[config.mk]
export PLATFORM = sky130hd
export DESIGN_NAME = qu_front_end
export DESIGN_NICKNAME = d
export VERILOG_FILES = /design/src/source/qu_pkg.sv /design/src/source/qu_busy_table.sv /design/src/source/qu_decode.sv /design/src/source/qu_dispatch.sv /design/src/source/qu_fetch.sv /design/src/source/qu_fifo.sv /design/src/source/qu_front_end.sv /design/src/source/qu_map.sv
export SDC_FILE = /design/constraint.sdc
export NUM_CORES = 2
export LEC_CHECK = 0
export BUFFER_PORTS_ARGS = -buffer_cell sky130_fd_sc_hd__buf_2
export CORE_MARGIN = 2
export CORE_UTILIZATION = 50
export DETAILED_ROUTE_END_ITERATION = 6
export GPL_TIMING_DRIVEN = 0
export PLACE_DENSITY = 0.66
export SYNTH_ARGS = -nofsm -noshare
export SYNTH_HDL_FRONTEND = slang
export SYNTH_SLANG_ARGS = --single-unit
[constraint.sdc]
create_clock -name clk -period 24.9 [get_ports clk]
set_clock_uncertainty 0.05 [all_clocks]
set_input_delay 0 -clock clk [delete_from_list [all_inputs] [get_ports clk]]
set_output_delay 0 -clock clk [all_outputs]
set_load 0.02 [all_outputs]
[src/source/qu_pkg.sv]
/*
 Shared definitions of the front end
 - instruction, pc and architectural register widths
 - major opcodes and funct7 values kept by decode
 - alu operation codes
 - fetch packet and decoded operation structs
*/
package qu_pkg;

    localparam int instr_w = 32;
    localparam int pc_w = 32;
    localparam int arch_regs = 32;

    typedef logic [$clog2(arch_regs)-1:0] arch_t;

    // Major opcodes handled by decode
    localparam logic [6:0] opc_op = 7'b0110011;
    localparam logic [6:0] opc_op_imm = 7'b0010011;
    localparam logic [6:0] opc_lui = 7'b0110111;

    localparam logic [6:0] funct7_base = 7'b0000000;
    localparam logic [6:0] funct7_alt = 7'b0100000;

    typedef enum logic [3:0] {
        alu_add  = 4'd0,
        alu_sub  = 4'd1,
        alu_sll  = 4'd2,
        alu_slt  = 4'd3,
        alu_sltu = 4'd4,
        alu_xor  = 4'd5,
        alu_srl  = 4'd6,
        alu_sra  = 4'd7,
        alu_or   = 4'd8,
        alu_and  = 4'd9,
        alu_lui  = 4'd10
    } alu_op_t;

    typedef struct packed {
        logic [pc_w-1:0]    pc;
        logic [instr_w-1:0] instr;
    } fetch_pkt_t;

    // Decoded operation with rs2 at x0 when an immediate is used
    typedef struct packed {
        logic [pc_w-1:0]    pc;
        alu_op_t            alu_op;
        arch_t              rd;
        arch_t              rs1;
        arch_t              rs2;
        logic               use_imm;
        logic [instr_w-1:0] imm;
    } dec_op_t;

endpackage

[src/source/qu_busy_table.sv]
/*
 Busy table
 - one busy bit per physical register
 - two combinational read ports
 - set and clear ports with priority on set
*/
module qu_busy_table #(
    parameter int num_pregs = 48,
    parameter type preg_t = logic [$clog2(num_pregs)-1:0]
) (
    input  logic  clk,
    input  logic  rst_n,
    input  preg_t rd1_preg,
    input  preg_t rd2_preg,
    output logic  busy1,
    output logic  busy2,
    input  logic  set_en,
    input  preg_t set_preg,
    input  logic  clr_en,
    input  preg_t clr_preg
);

    logic [num_pregs-1:0] busy;

    assign busy1 = busy[rd1_preg];
    assign busy2 = busy[rd2_preg];

    always_ff @(posedge clk or negedge rst_n) begin
        if (!rst_n) begin
            busy <= '0;
        end else begin
            if (clr_en) begin
                busy[clr_preg] <= 1'b0;
            end
            // Preg 0 stands for x0 and stays ready
            if (set_en && set_preg != '0) begin
                busy[set_preg] <= 1'b1;
            end
        end
    end

endmodule

[src/source/qu_decode.sv]
/*
 Combinational decoder
 - OP, OP-IMM and LUI into decoded operations
 - I- and U-immediates
 - nop and invalid encodings flagged as not proper
*/
module qu_decode (
    input  qu_pkg::fetch_pkt_t pkt,
    output qu_pkg::dec_op_t    op,
    output logic               proper
);

    logic [6:0] opcode;
    logic [2:0] funct3;
    logic [6:0] funct7;
    logic       base;
    logic       alt;
    logic       known;

    function automatic qu_pkg::alu_op_t alu_of(input logic [2:0] f3, input logic sel_alt);
        qu_pkg::alu_op_t res;
        case (f3)
            3'b000: res = sel_alt ? qu_pkg::alu_sub : qu_pkg::alu_add;
            3'b001: res = qu_pkg::alu_sll;
            3'b010: res = qu_pkg::alu_slt;
            3'b011: res = qu_pkg::alu_sltu;
            3'b100: res = qu_pkg::alu_xor;
            3'b101: res = sel_alt ? qu_pkg::alu_sra : qu_pkg::alu_srl;
            3'b110: res = qu_pkg::alu_or;
            default: res = qu_pkg::alu_and;
        endcase
        return res;
    endfunction

    assign opcode = pkt.instr[6:0];
    assign funct3 = pkt.instr[14:12];
    assign funct7 = pkt.instr[31:25];
    assign base = (funct7 == qu_pkg::funct7_base);
    assign alt = (funct7 == qu_pkg::funct7_alt);

    always_comb begin
        op.pc = pkt.pc;
        op.alu_op = qu_pkg::alu_add;
        op.rd = pkt.instr[11:7];
        op.rs1 = pkt.instr[19:15];
        op.rs2 = pkt.instr[24:20];
        op.use_imm = 1'b0;
        op.imm = {{20{pkt.instr[31]}}, pkt.instr[31:20]};
        known = 1'b0;
        case (opcode)
            qu_pkg::opc_op: begin
                known = base || (alt && (funct3 == 3'b000 || funct3 == 3'b101));
                op.alu_op = alu_of(funct3, alt);
            end
            qu_pkg::opc_op_imm: begin
                // Only shifts look at funct7, and only srai takes the alternate form
                if (funct3 == 3'b001) begin
                    known = base;
                end else if (funct3 == 3'b101) begin
                    known = base || alt;
                end else begin
                    known = 1'b1;
                end
                op.alu_op = alu_of(funct3, alt && funct3 == 3'b101);
                op.rs2 = '0;
                op.use_imm = 1'b1;
            end
            qu_pkg::opc_lui: begin
                known = 1'b1;
                op.alu_op = qu_pkg::alu_lui;
                op.rs1 = '0;
                op.rs2 = '0;
                op.use_imm = 1'b1;
                op.imm = {pkt.instr[31:12], 12'b0};
            end
            default: begin
                known = 1'b0;
            end
        endcase
    end

    // Writes to x0 are nops
    assign proper = known && (op.rd != '0);

endmodule

[src/source/qu_dispatch.sv]
/*
 Dispatch stage
 - credit counter toward the reservation station
 - operand readiness with writeback bypass
 - operand read from the register file
 - registered reservation entry
*/
module qu_dispatch #(
    parameter int rs_credits = 6,
    parameter type preg_t = logic [5:0],
    parameter type ren_op_t = logic,
    parameter type rs_entry_t = logic
) (
    input  logic                       clk,
    input  logic                       rst_n,
    input  logic                       in_valid,
    input  ren_op_t                    in_op,
    output logic                       drain,
    input  logic                       busy1,
    input  logic                       busy2,
    output preg_t                      rd1_preg,
    output preg_t                      rd2_preg,
    input  logic [qu_pkg::instr_w-1:0] rf_rd1_data,
    input  logic [qu_pkg::instr_w-1:0] rf_rd2_data,
    input  logic                       wb_valid,
    input  preg_t                      wb_preg,
    input  logic                       rs_credit,
    output logic                       rs_valid,
    output rs_entry_t                  rs_entry
);

    localparam int cnt_w = $clog2(rs_credits + 1);

    logic [cnt_w-1:0] credits;
    logic rs1_ready;
    logic rs2_ready;
    rs_entry_t entry;

    assign rd1_preg = in_op.rs1_preg;
    assign rd2_preg = in_op.rs2_preg;
    assign drain = in_valid && (credits != '0);

    // Writeback in this cycle counts as ready
    assign rs1_ready = !busy1 || (wb_valid && wb_preg == in_op.rs1_preg);
    assign rs2_ready = !busy2 || (wb_valid && wb_preg == in_op.rs2_preg);

    always_comb begin
        entry.ren = in_op;
        entry.rs1_ready = rs1_ready;
        entry.rs1_value = rs1_ready ? rf_rd1_data : '0;
        entry.rs2_ready = rs2_ready;
        entry.rs2_value = rs2_ready ? rf_rd2_data : '0;
    end

    always_ff @(posedge clk or negedge rst_n) begin
        if (!rst_n) begin
            credits <= cnt_w'(rs_credits);
            rs_valid <= 1'b0;
        end else begin
            credits <= credits - cnt_w'(drain) + cnt_w'(rs_credit);
            rs_valid <= drain;
        end
    end

    always_ff @(posedge clk) begin
        if (drain) begin
            rs_entry <= entry;
        end
    end

endmodule

[src/source/qu_fetch.sv]
/*
 Fetch unit
 - program counter and program memory address
 - redirect to a new pc
 - push of fetch packets into the fetch to decode FIFO
*/
module qu_fetch #(
    parameter logic [qu_pkg::pc_w-1:0] reset_pc = '0
) (
    input  logic                       clk,
    input  logic                       rst_n,
    input  logic                       redirect,
    input  logic [qu_pkg::pc_w-1:0]    redirect_pc,
    output logic [qu_pkg::pc_w-1:0]    imem_addr,
    input  logic [qu_pkg::instr_w-1:0] imem_data,
    input  logic                       fifo_full,
    output logic                       push,
    output qu_pkg::fetch_pkt_t         pkt
);

    logic [qu_pkg::pc_w-1:0] pc;

    // Memory answers in the same cycle
    assign imem_addr = pc;
    assign push = !fifo_full && !redirect;
    assign pkt.pc = pc;
    assign pkt.instr = imem_data;

    always_ff @(posedge clk or negedge rst_n) begin
        if (!rst_n) begin
            pc <= reset_pc;
        end else if (redirect) begin
            pc <= redirect_pc;
        end else if (push) begin
            pc <= pc + qu_pkg::pc_w'(4);
        end
    end

endmodule

[src/source/qu_fifo.sv]
/*
 Synchronous FIFO
 - circular buffer with read and write pointers and a count
 - payload given as a type parameter
 - flush empties the buffer in one cycle
*/
module qu_fifo #(
    parameter type payload_t = logic,
    parameter int depth = 4
) (
    input  logic     clk,
    input  logic     rst_n,
    input  logic     push,
    input  payload_t wr_data,
    input  logic     pop,
    output payload_t rd_data,
    input  logic     flush,
    output logic     empty,
    output logic     full
);

    localparam int ptr_w = (depth > 1) ? $clog2(depth) : 1;
    localparam int cnt_w = $clog2(depth + 1);

    payload_t mem [depth];
    logic [ptr_w-1:0] rd_ptr;
    logic [ptr_w-1:0] wr_ptr;
    logic [cnt_w-1:0] count;

    assign rd_data = mem[rd_ptr];
    assign empty = (count == '0);
    assign full = (count == cnt_w'(depth));

    always_ff @(posedge clk) begin
        if (push) begin
            mem[wr_ptr] <= wr_data;
        end
    end

    always_ff @(posedge clk or negedge rst_n) begin
        if (!rst_n) begin
            rd_ptr <= '0;
            wr_ptr <= '0;
            count <= '0;
        end else if (flush) begin
            rd_ptr <= '0;
            wr_ptr <= '0;
            count <= '0;
        end else begin
            if (push) begin
                wr_ptr <= (wr_ptr == ptr_w'(depth - 1)) ? '0 : wr_ptr + 1'b1;
            end
            if (pop) begin
                rd_ptr <= (rd_ptr == ptr_w'(depth - 1)) ? '0 : rd_ptr + 1'b1;
            end
            count <= count + cnt_w'(push) - cnt_w'(pop);
        end
    end

endmodule

[src/source/qu_front_end.sv]
/*
 Top level of the in-order front end
 - renamed operation and reservation entry types
 - fetch, two FIFOs, decode, map, busy table and dispatch
 - pop and push gating between the stages
*/
module qu_front_end #(
    parameter int num_pregs = 48,
    parameter int if_id_depth = 4,
    parameter int id_map_depth = 4,
    parameter int rs_credits = 6,
    parameter logic [qu_pkg::pc_w-1:0] reset_pc = '0,
    localparam int preg_w = $clog2(num_pregs),
    localparam type preg_t = logic [preg_w-1:0],
    localparam type ren_op_t = struct packed {
        qu_pkg::dec_op_t op;
        preg_t           rd_preg;
        preg_t           old_rd_preg;
        preg_t           rs1_preg;
        preg_t           rs2_preg;
    },
    localparam type rs_entry_t = struct packed {
        ren_op_t                    ren;
        logic                       rs1_ready;
        logic [qu_pkg::instr_w-1:0] rs1_value;
        logic                       rs2_ready;
        logic [qu_pkg::instr_w-1:0] rs2_value;
    }
) (
    input  logic                       clk,
    input  logic                       rst_n,
    input  logic                       redirect,
    input  logic [qu_pkg::pc_w-1:0]    redirect_pc,
    output logic [qu_pkg::pc_w-1:0]    imem_addr,
    input  logic [qu_pkg::instr_w-1:0] imem_data,
    output preg_t                      rf_rd1_addr,
    output preg_t                      rf_rd2_addr,
    input  logic [qu_pkg::instr_w-1:0] rf_rd1_data,
    input  logic [qu_pkg::instr_w-1:0] rf_rd2_data,
    input  logic                       wb_valid,
    input  preg_t                      wb_preg,
    input  logic                       free_valid,
    input  preg_t                      free_preg,
    input  logic                       rs_credit,
    output logic                       rs_valid,
    output rs_entry_t                  rs_entry
);

    qu_pkg::fetch_pkt_t fetch_pkt;
    qu_pkg::fetch_pkt_t if_head;
    qu_pkg::dec_op_t dec_op;
    qu_pkg::dec_op_t id_head;
    ren_op_t map_op;
    preg_t busy_set_preg;
    logic fetch_push;
    logic if_pop;
    logic if_empty;
    logic if_full;
    logic dec_proper;
    logic id_push;
    logic id_empty;
    logic id_full;
    logic map_take;
    logic map_valid;
    logic busy_set;
    logic disp_drain;
    logic busy1;
    logic busy2;

    // Drop improper heads even when the next FIFO is full
    assign if_pop = !if_empty && (!id_full || !dec_proper);
    assign id_push = !if_empty && !id_full && dec_proper;

    qu_fetch #(
        .reset_pc(reset_pc)
    ) fetch_inst (
        .clk(clk),
        .rst_n(rst_n),
        .redirect(redirect),
        .redirect_pc(redirect_pc),
        .imem_addr(imem_addr),
        .imem_data(imem_data),
        .fifo_full(if_full),
        .push(fetch_push),
        .pkt(fetch_pkt)
    );

    qu_fifo #(
        .payload_t(qu_pkg::fetch_pkt_t),
        .depth(if_id_depth)
    ) if_id_fifo_inst (
        .clk(clk),
        .rst_n(rst_n),
        .push(fetch_push),
        .wr_data(fetch_pkt),
        .pop(if_pop),
        .rd_data(if_head),
        .flush(redirect),
        .empty(if_empty),
        .full(if_full)
    );

    qu_decode decode_inst (
        .pkt(if_head),
        .op(dec_op),
        .proper(dec_proper)
    );

    qu_fifo #(
        .payload_t(qu_pkg::dec_op_t),
        .depth(id_map_depth)
    ) id_map_fifo_inst (
        .clk(clk),
        .rst_n(rst_n),
        .push(id_push),
        .wr_data(dec_op),
        .pop(map_take),
        .rd_data(id_head),
        .flush(1'b0),
        .empty(id_empty),
        .full(id_full)
    );

    qu_map #(
        .num_pregs(num_pregs),
        .preg_t(preg_t),
        .ren_op_t(ren_op_t)
    ) map_inst (
        .clk(clk),
        .rst_n(rst_n),
        .in_valid(!id_empty),
        .in_op(id_head),
        .take(map_take),
        .free_valid(free_valid),
        .free_preg(free_preg),
        .busy_set(busy_set),
        .busy_set_preg(busy_set_preg),
        .out_valid(map_valid),
        .out_op(map_op),
        .drain(disp_drain)
    );

    qu_busy_table #(
        .num_pregs(num_pregs),
        .preg_t(preg_t)
    ) busy_table_inst (
        .clk(clk),
        .rst_n(rst_n),
        .rd1_preg(rf_rd1_addr),
        .rd2_preg(rf_rd2_addr),
        .busy1(busy1),
        .busy2(busy2),
        .set_en(busy_set),
        .set_preg(busy_set_preg),
        .clr_en(wb_valid),
        .clr_preg(wb_preg)
    );

    qu_dispatch #(
        .rs_credits(rs_credits),
        .preg_t(preg_t),
        .ren_op_t(ren_op_t),
        .rs_entry_t(rs_entry_t)
    ) dispatch_inst (
        .clk(clk),
        .rst_n(rst_n),
        .in_valid(map_valid),
        .in_op(map_op),
        .drain(disp_drain),
        .busy1(busy1),
        .busy2(busy2),
        .rd1_preg(rf_rd1_addr),
        .rd2_preg(rf_rd2_addr),
        .rf_rd1_data(rf_rd1_data),
        .rf_rd2_data(rf_rd2_data),
        .wb_valid(wb_valid),
        .wb_preg(wb_preg),
        .rs_credit(rs_credit),
        .rs_valid(rs_valid),
        .rs_entry(rs_entry)
    );

endmodule

[src/source/qu_map.sv]
/*
 Map stage
 - register alias table
 - free-list bitmap with lowest-free allocation
 - busy-set write for each new destination
 - output register holding one renamed operation
*/
module qu_map #(
    parameter int num_pregs = 48,
    parameter type preg_t = logic [$clog2(num_pregs)-1:0],
    parameter type ren_op_t = logic
) (
    input  logic            clk,
    input  logic            rst_n,
    input  logic            in_valid,
    input  qu_pkg::dec_op_t in_op,
    output logic            take,
    input  logic            free_valid,
    input  preg_t           free_preg,
    output logic            busy_set,
    output preg_t           busy_set_preg,
    output logic            out_valid,
    output ren_op_t         out_op,
    input  logic            drain
);

    preg_t rat [qu_pkg::arch_regs];
    logic [num_pregs-1:0] free_map;
    preg_t alloc_preg;
    logic any_free;

    // Lowest free register wins
    always_comb begin
        alloc_preg = '0;
        for (int i = num_pregs - 1; i >= 0; i--) begin
            if (free_map[i]) begin
                alloc_preg = preg_t'(i);
            end
        end
    end

    assign any_free = |free_map;
    assign take = in_valid && any_free && (!out_valid || drain);
    assign busy_set = take;
    assign busy_set_preg = alloc_preg;

    always_ff @(posedge clk or negedge rst_n) begin
        if (!rst_n) begin
            for (int i = 0; i < qu_pkg::arch_regs; i++) begin
                rat[i] <= preg_t'(i);
            end
        end else if (take) begin
            rat[in_op.rd] <= alloc_preg;
        end
    end

    // Allocation and free never hit the same register in one cycle
    always_ff @(posedge clk or negedge rst_n) begin
        if (!rst_n) begin
            for (int i = 0; i < num_pregs; i++) begin
                free_map[i] <= (i >= qu_pkg::arch_regs);
            end
        end else begin
            if (take) begin
                free_map[alloc_preg] <= 1'b0;
            end
            if (free_valid) begin
                free_map[free_preg] <= 1'b1;
            end
        end
    end

    always_ff @(posedge clk or negedge rst_n) begin
        if (!rst_n) begin
            out_valid <= 1'b0;
        end else if (take) begin
            out_valid <= 1'b1;
        end else if (drain) begin
            out_valid <= 1'b0;
        end
    end

    // Sources read the table before the rd update lands
    always_ff @(posedge clk) begin
        if (take) begin
            out_op.op <= in_op;
            out_op.rd_preg <= alloc_preg;
            out_op.old_rd_preg <= rat[in_op.rd];
            out_op.rs1_preg <= rat[in_op.rs1];
            out_op.rs2_preg <= rat[in_op.rs2];
        end
    end

endmodule

# --- Word-level counts from Yosys, hierarchy flattened ---
# Memories as Yosys holds them, arrays and structs flattened.
# Cells that the tools add are included.
word_totals:
  regBits: 621
  ram_bits: 592
  output_inout_bits: 219
  n_memories: 2
memory_table:
  columns: ["name", "depth", "word_bits", "rd", "rd_ports_with_merged_regs", "wr", "line", "source"]
  rows:
  - ["id_map_fifo_inst.mem", 4, 84, 1, 0, 1, "qu_fifo.sv:25", "payload_t mem [depth];"]
  - ["if_id_fifo_inst.mem", 4, 64, 1, 0, 1, "qu_fifo.sv:25", null]
classes:
  bitwise: 9
  reduce_logical: 45
  n_lt_le_gt_ge: 12
  n_mux: 104
  addsub: 11
  eq_ne: 18
ops:
  columns: ["cell", "n"]
  rows:
  - ["$mux 6", 56]
  - ["$bwmux 192", 1]
  - ["$mux 48", 4]
  - ["$and 48x48->48", 2]
  - ["$not 48->48", 2]
  - ["$or 48x48->48", 2]
  - ["$bmux 6 s5", 3]
  - ["$mux 32", 2]
  - ["$pmux 4 s7", 2]
  - ["$reduce_or 48->1", 1]
  - ["$lt 6x7->1 const B", 5]
  - ["$add 32x3->32 const B", 1]
  - ["$mux 31", 1]
  - ["$demux 6 s5", 1]
  - ["$eq 7x6->1 const B", 3]
  - ["$demux 1 s6", 3]
  - ["$ge 6x1->1 const B", 3]
  - ["$ge 6x6->1 const B", 3]
  - ["$not 5->6", 3]
  - ["$logic_and 1x1->1", 17]
  - ["$mux 1", 17]
  - ["$mux 2", 8]
  - ["$eq 3x3->1 const B", 5]
  - ["$bmux 1 s6", 2]
  - ["other kinds (22)", 52]

# --- Logic depth before layout (Yosys ltp) ---
logic_depth:
  ltp_word: 57
  depth_mapped: 17
  mapped_depth_nobuf: 15

# --- By module ---
# From an unflattened synthesis, not the netlist that was laid out.
hier_totals:
  cells_unflattened: 3235
  hier_area_um2: 53692.7
by_module_without_submodules:
  columns: ["module", "seq_area_each_um2", "area_each_um2", "cells_per_inst", "n_inst"]
  rows:
  - ["qu_map", 9394.0, 17873.4, 1273, 1]
  - ["qu_fifo (id_map_fifo_inst)", 10264.8, 12610.8, 479, 1]
  - ["qu_fifo (if_id_fifo_inst)", 7862.5, 9719.3, 374, 1]
  - ["qu_dispatch", 5327.6, 7474.7, 445, 1]
  - ["qu_busy_table", 1201.2, 2862.7, 274, 1]
  - ["qu_fetch", 800.8, 2294.7, 266, 1]
  - ["qu_decode", 0.0, 832.0, 120, 1]
  - ["qu_front_end", 0.0, 25.0, 4, 1]

# --- Least setup slack after synthesis ---
# OpenSTA, ideal clock, no wires.
synth_path:
  path_type: "reg-to-reg"
  start: "register dispatch_inst.credits[1]"
  end: "register dispatch_inst.credits[2]"
  path_stages_with_launch: 10
  required_time_ps: 24775
  arrival_time_ps: 10414
  path_slack_ps: 14361
  cell_sequence: "dfstp_2 -> nor3_1 -> nor2b_1 -> ha_1 -> inv_1 -> ha_1 -> inv_1 -> fa_1 -> xnor2_1 -> xnor2_1"
synth_between:
  elab_chain_cells: 4
synth_rtl:
  columns: ["element", "line", "source"]
  rows:
  - ["start, declared", "qu_dispatch.sv:34", "logic [cnt_w-1:0] credits;"]
  - ["start signal, assigned", "qu_dispatch.sv:57", "credits <= cnt_w'(rs_credits);"]
  - ["start signal, assigned", "qu_dispatch.sv:60", "credits <= credits - cnt_w'(drain) + cnt_w'(rs_credit);"]
  - ["$reduce_bool 3->1", "qu_dispatch.sv:41", "assign drain = in_valid && (credits != '0);"]
  - ["$logic_and 1x1->1", "qu_dispatch.sv:41", null]
  - ["net disp_drain", "qu_front_end.sv:66", "logic disp_drain;"]
  - ["$sub 3x1->3", "qu_dispatch.sv:60", null]
  - ["$add 3x1->3", "qu_dispatch.sv:60", null]
# The timed path passes the listed nets, and every way through them passes these cells.
# A chain may end at the register's enable or synchronous reset.

# --- Final worst setup path ---
layout_path:
  start: "register if_id_fifo_inst.rd_ptr[1]"
  end: "register if_id_fifo_inst.count[2]"
layout_between:
  elab_chain_cells: 12
  word_cells_on_any_way: 23
  classes_between: "add/sub (1); eq/ne (6); mux (4); reduce/logical (11); memory (1)"
layout_rtl:
  columns: ["element", "line", "source"]
  rows:
  - ["start, declared", "qu_fifo.sv:26", "logic [ptr_w-1:0] rd_ptr;"]
  - ["start signal, assigned", "qu_fifo.sv:54", "rd_ptr <= (rd_ptr == ptr_w'(depth - 1)) ? '0 : rd_ptr + 1'b1;"]
  - ["$mem_v2 4x64 (*)", null, null]
  - ["$eq 7x6->1, or another cell as far along", "qu_decode.sv:39", "assign alt = (funct7 == qu_pkg::funct7_alt);"]
  - ["$logic_or 1x1->1 (on tied branches)", "qu_decode.sv:60, qu_decode.sv:52", null]
  - ["$mux 1 or $logic_and 1x1->1 (tied branches)", "qu_decode.sv:59, qu_decode.sv:52", null]
  - ["$mux 1 or $logic_or 1x1->1 (tied branches)", "qu_decode.sv:57, qu_decode.sv:52", null]
  - ["$pmux 1 s3", "qu_decode.sv:50", "case (opcode)"]
  - ["$logic_and 1x1->1 (*)", "qu_decode.sv:83", "assign proper = known && (op.rd != '0);"]
  - ["$logic_not 1->1 (*)", "qu_front_end.sv:71", "assign if_pop = !if_empty && (!id_full || !dec_proper);"]
  - ["$logic_or 1x1->1 (*)", "qu_front_end.sv:71", null]
  - ["$logic_and 1x1->1 (*)", "qu_front_end.sv:71", null]
  - ["$sub 3x1->3 (*)", "qu_fifo.sv:56", "count <= count + cnt_w'(push) - cnt_w'(pop);"]
  - ["$mux 3 (*)", "qu_fifo.sv:45", "end else if (flush) begin"]
  - ["end signal, assigned", "qu_fifo.sv:56", null]
  - ["end, declared", "qu_fifo.sv:28", "logic [cnt_w-1:0] count;"]
# Every way passes the cells marked *; elsewhere a longest branch is shown, timed or not.

==> impl_metrics.toml <==
[logic_synthesis]
synth_ff_type = "edfxtp_1"
ys_warn_count = 0
syn_avg_cell_area_sq_um = 18.0
async_reset_ff_share_pct = 27.9
syn_area_sq_um = 51000
syn_inst = 2837
synth_edf_count = 874
yosysSeqAreaShare_pct = 68.3
ys_types = 73
ys_ff_latch = 1213
synthesis.nets = 3003

[finish]
final_cell_mix = "edfxtp_1, buf_2, mux4_2"
mostFrequentLayoutCell = "edfxtp_1"
final_net_count = 3760
drive_above_1_share_pct = 34.9
syn_to_final_growth_pct = 21.3

[pwr]
p_leak_nw = 22.5
peakVddDrop_uv = 101
powerDensity_nw_per_um2 = 134

[die]
core_area_sq_um = 101000
rows = 117
dieArea_sq_um = 105000
die_h_microns = 323
io_pins = 365
initial_core_util_pct = 50.3
die_w_microns = 323

[min_path]
hold_path_end = "fetch_inst.imem_addr[21]$_DFFE_PN0N_"
whs_path_depth = 3
hold_path_startpoint = "redirect"
hold_class = "input port to flop"

[cts]
cts-htree-levels = 4
cts_root_buf = "clkbuf_16"
cts_tree = "built"
clk_latency_ns = 0.76
clk_pin_slew_ns = 0.06
post_cts_buffers = 0
clock_path_buffers = 3
cts_buffers = 130
cts.sinks = 1213

[critical_path]
max_stage_delay_ns = 0.55
r2r_end = "if_id_fifo_inst.count[2]$_DFF_PN0_"
crit_family = "compound AO/OA/AOI/OAI gates"
cp.arrival_ns = 5.16
reg2reg_slack_ns = 20.30
crit_path_end_kind = "flop"
r2r_start = "if_id_fifo_inst.rd_ptr[1]$_DFFE_PN0P_"
cp_num_buf_inv = 3
crit_type = "flop to flop"
cp.required_ns = 25.46
crit_path_top_delay_cell = "o32ai_1"
crit_chain = "clkbuf_1 -> buf_2 -> mux2_2 -> o32ai_1 -> nand4_1 -> o21ai_1 -> a31oi_1 -> ha_1 -> inv_1 -> ha_1 -> fa_1 -> xnor2_1 -> xnor2_1 -> nor2_1"
path_max_fanout = 10
cp-start-kind = "flop"
crit_start = "if_id_fifo_inst.rd_ptr[1]$_DFFE_PN0P_"
r2r_cells = 14

[global_route]
grt_use_met3_pct = 4.98
grt_max_degree = 94
first_global_vias = 31368
busiest_layer = "met2"
grt_usage_pct = 25.7
grt-ovfl-total = 0
grt_pass1_wl_mm = 198
groute.layer.met1.usage_pct = 34.1
grtUsageMet2_pct = 42.3
grt_antenna_before_repair = 8

[routing]
drtPass1Iterations = 6
avgRoutedWirePerCell_microns = 26.2
drc = 0
drt-total-wl_mm = 133
drtIter0Drc = 2687
ant_nets = 0
via_count = 30181
vias_per_cell = 5.95

[timing]
rsz0062_at_grt = "no"
slew_headroom_pct = 18.6
tns_ns = 0
slew_violations = 0
setup_viol_count_final = 0
layout_min_cycle_time_ns = 4.60
hold_viol_final = 1
hold-worst-slack_ns = -0.0135
post-route-period-util_pct = 18.5
fmax_ghz = 0.217
tightestPinTransition_ns = 1.22
layout_setup_ws_ns = 20.30

[place]
dp_hpwl_mm = 87.7
io_buffers = 358
gp_congestion = 0.911
dp_slack_ns = 20.17

[run_status]
violations = "hold timing"
status = "finished with violations"

[flow_run]
max-cap-violations = 0
==> cells in the mapped netlist, drive strengths merged, types with 22 or more instances <==
master | n | area, sq um
edfxtp | 874 | 26200
mux4 | 342 | 7700
dfrtp | 241 | 6030
mux2 | 182 | 2050
o21ai | 135 | 679
nand2 | 123 | 464
dfstp | 98 | 2570
nor2 | 84 | 315
and2 | 82 | 513
clkbuf | 82 | 308
buf | 75 | 410
nor3 | 59 | 472
a21oi | 51 | 255
inv | 40 | 150
nand3 | 36 | 180
nor2b | 36 | 225
xor2 | 25 | 219
xnor2 | 24 | 210
a21o | 22 | 165
nand4 | 22 | 138
==> state kept, by name, summed over array words and instances, names as in the netlist <==
signal and cells:
if_id_fifo_inst.mem 256, if_id_fifo_inst.count 3, dispatch_inst.rs_valid 1, dispatch_inst.rs_entry 174, if_id_fifo_inst.wr_ptr 2, id_map_fifo_inst.wr_ptr 2
busy_table_inst.busy 48, map_inst.free_map 48, dispatch_inst.credits 3, id_map_fifo_inst.rd_ptr 2, map_inst.out_valid 1, id_map_fifo_inst.count 3
fetch_inst.imem_addr 32, map_inst.out_op 108, if_id_fifo_inst.rd_ptr 2, map_inst.rat 192, id_map_fifo_inst.mem 336
==> final cells by class <==
type / count / area [sq um]
antenna: 2 / 5.00
buffer: 157 / 724
clock buffer: 181 / 3630
clock inverter: 59 / 684
fill: 7298 / 39600
inverter: 42 / 158
multi-input combinational: 1425 / 15300
sequential: 1213 / 34900
tap: 1368 / 1710
timing repair buffer: 625 / 4790
==> cells by family after synthesis <==
family          count (synthesis)  share of synthesized area [%]
fa+ha+maj                      20                          0.535
compound gates                309                           3.78
flops                        1213                           68.3
buf+inv                       199                           1.72
mux                           534                           19.3
simple gates                  513                           5.50
xor+xnor                       49                          0.841
==> worst min-delay path, stage by stage <==
cell	delay, ns
clkbuf_1	0.26
clkbuf_1	0.29
o21ai_0	0.19
==> metrics by stage <==
step / power (mW) / util [%] / area (sq um) / instances / hold slack (ns)
2_1_floorplan: 5.28 / - / 51000 / 2837 / -0.346
5_1_grt: 8.70 / 61.0 / 61900 / 5072 / 0.0282
3_5_place_dp: 6.38 / 54.3 / 55100 / 4584 / -0.0124
3_3_place_gp: 6.30 / 53.7 / 54500 / 4563 / 0.154
6_report: 8.32 / 61.0 / 61900 / 5072 / -0.0135
4_1_cts: 8.36 / 61.0 / 61900 / 5070 / 0.000182
==> routing by layer <==
layer  vias to the layer above  wire length [microns]
li1                      12839                      -
met1                     15756                  53100
met2                      1296                  66200
met3                       280                   8930
met4                        10                   4430
met5                         -                     63
==> timing repair <==
action                    in CTS  in global routing
resized for setup              0                  0
hold endpoints to repair     516                  0
hold buffers                 246                  0
==> where the power goes <==
part / total (mW) / internal (mW) / switching, mW / leakage, nW
combinational: 3.07 / 1.24 / 1.82 / 8.14
clock: 1.93 / 1.13 / 0.803 / 2.10
sequential: 3.32 / 3.00 / 0.328 / 12.3
total: 8.32 / 5.37 / 2.95 / 22.5
==> worst max-delay path by stage <==
stage	to	slack (ns)	depth (start not counted)
6_report	if_id_fifo_inst.count[2]$_DFF_PN0_	20.30	14
5_1_grt	if_id_fifo_inst.count[2]$_DFF_PN0_	19.98	14
3_3_place_gp	dispatch_inst.credits[2]$_DFF_PN1_	9.45	9
4_1_cts	id_map_fifo_inst.mem[0][15]$_DFFE_PP_	20.17	10
3_5_place_dp	id_map_fifo_inst.mem[0][6]$_DFFE_PP_	20.17	10
2_1_floorplan	dispatch_inst.credits[2]$_DFF_PN1_	14.36	9
(Power assumes the default switching activity.)
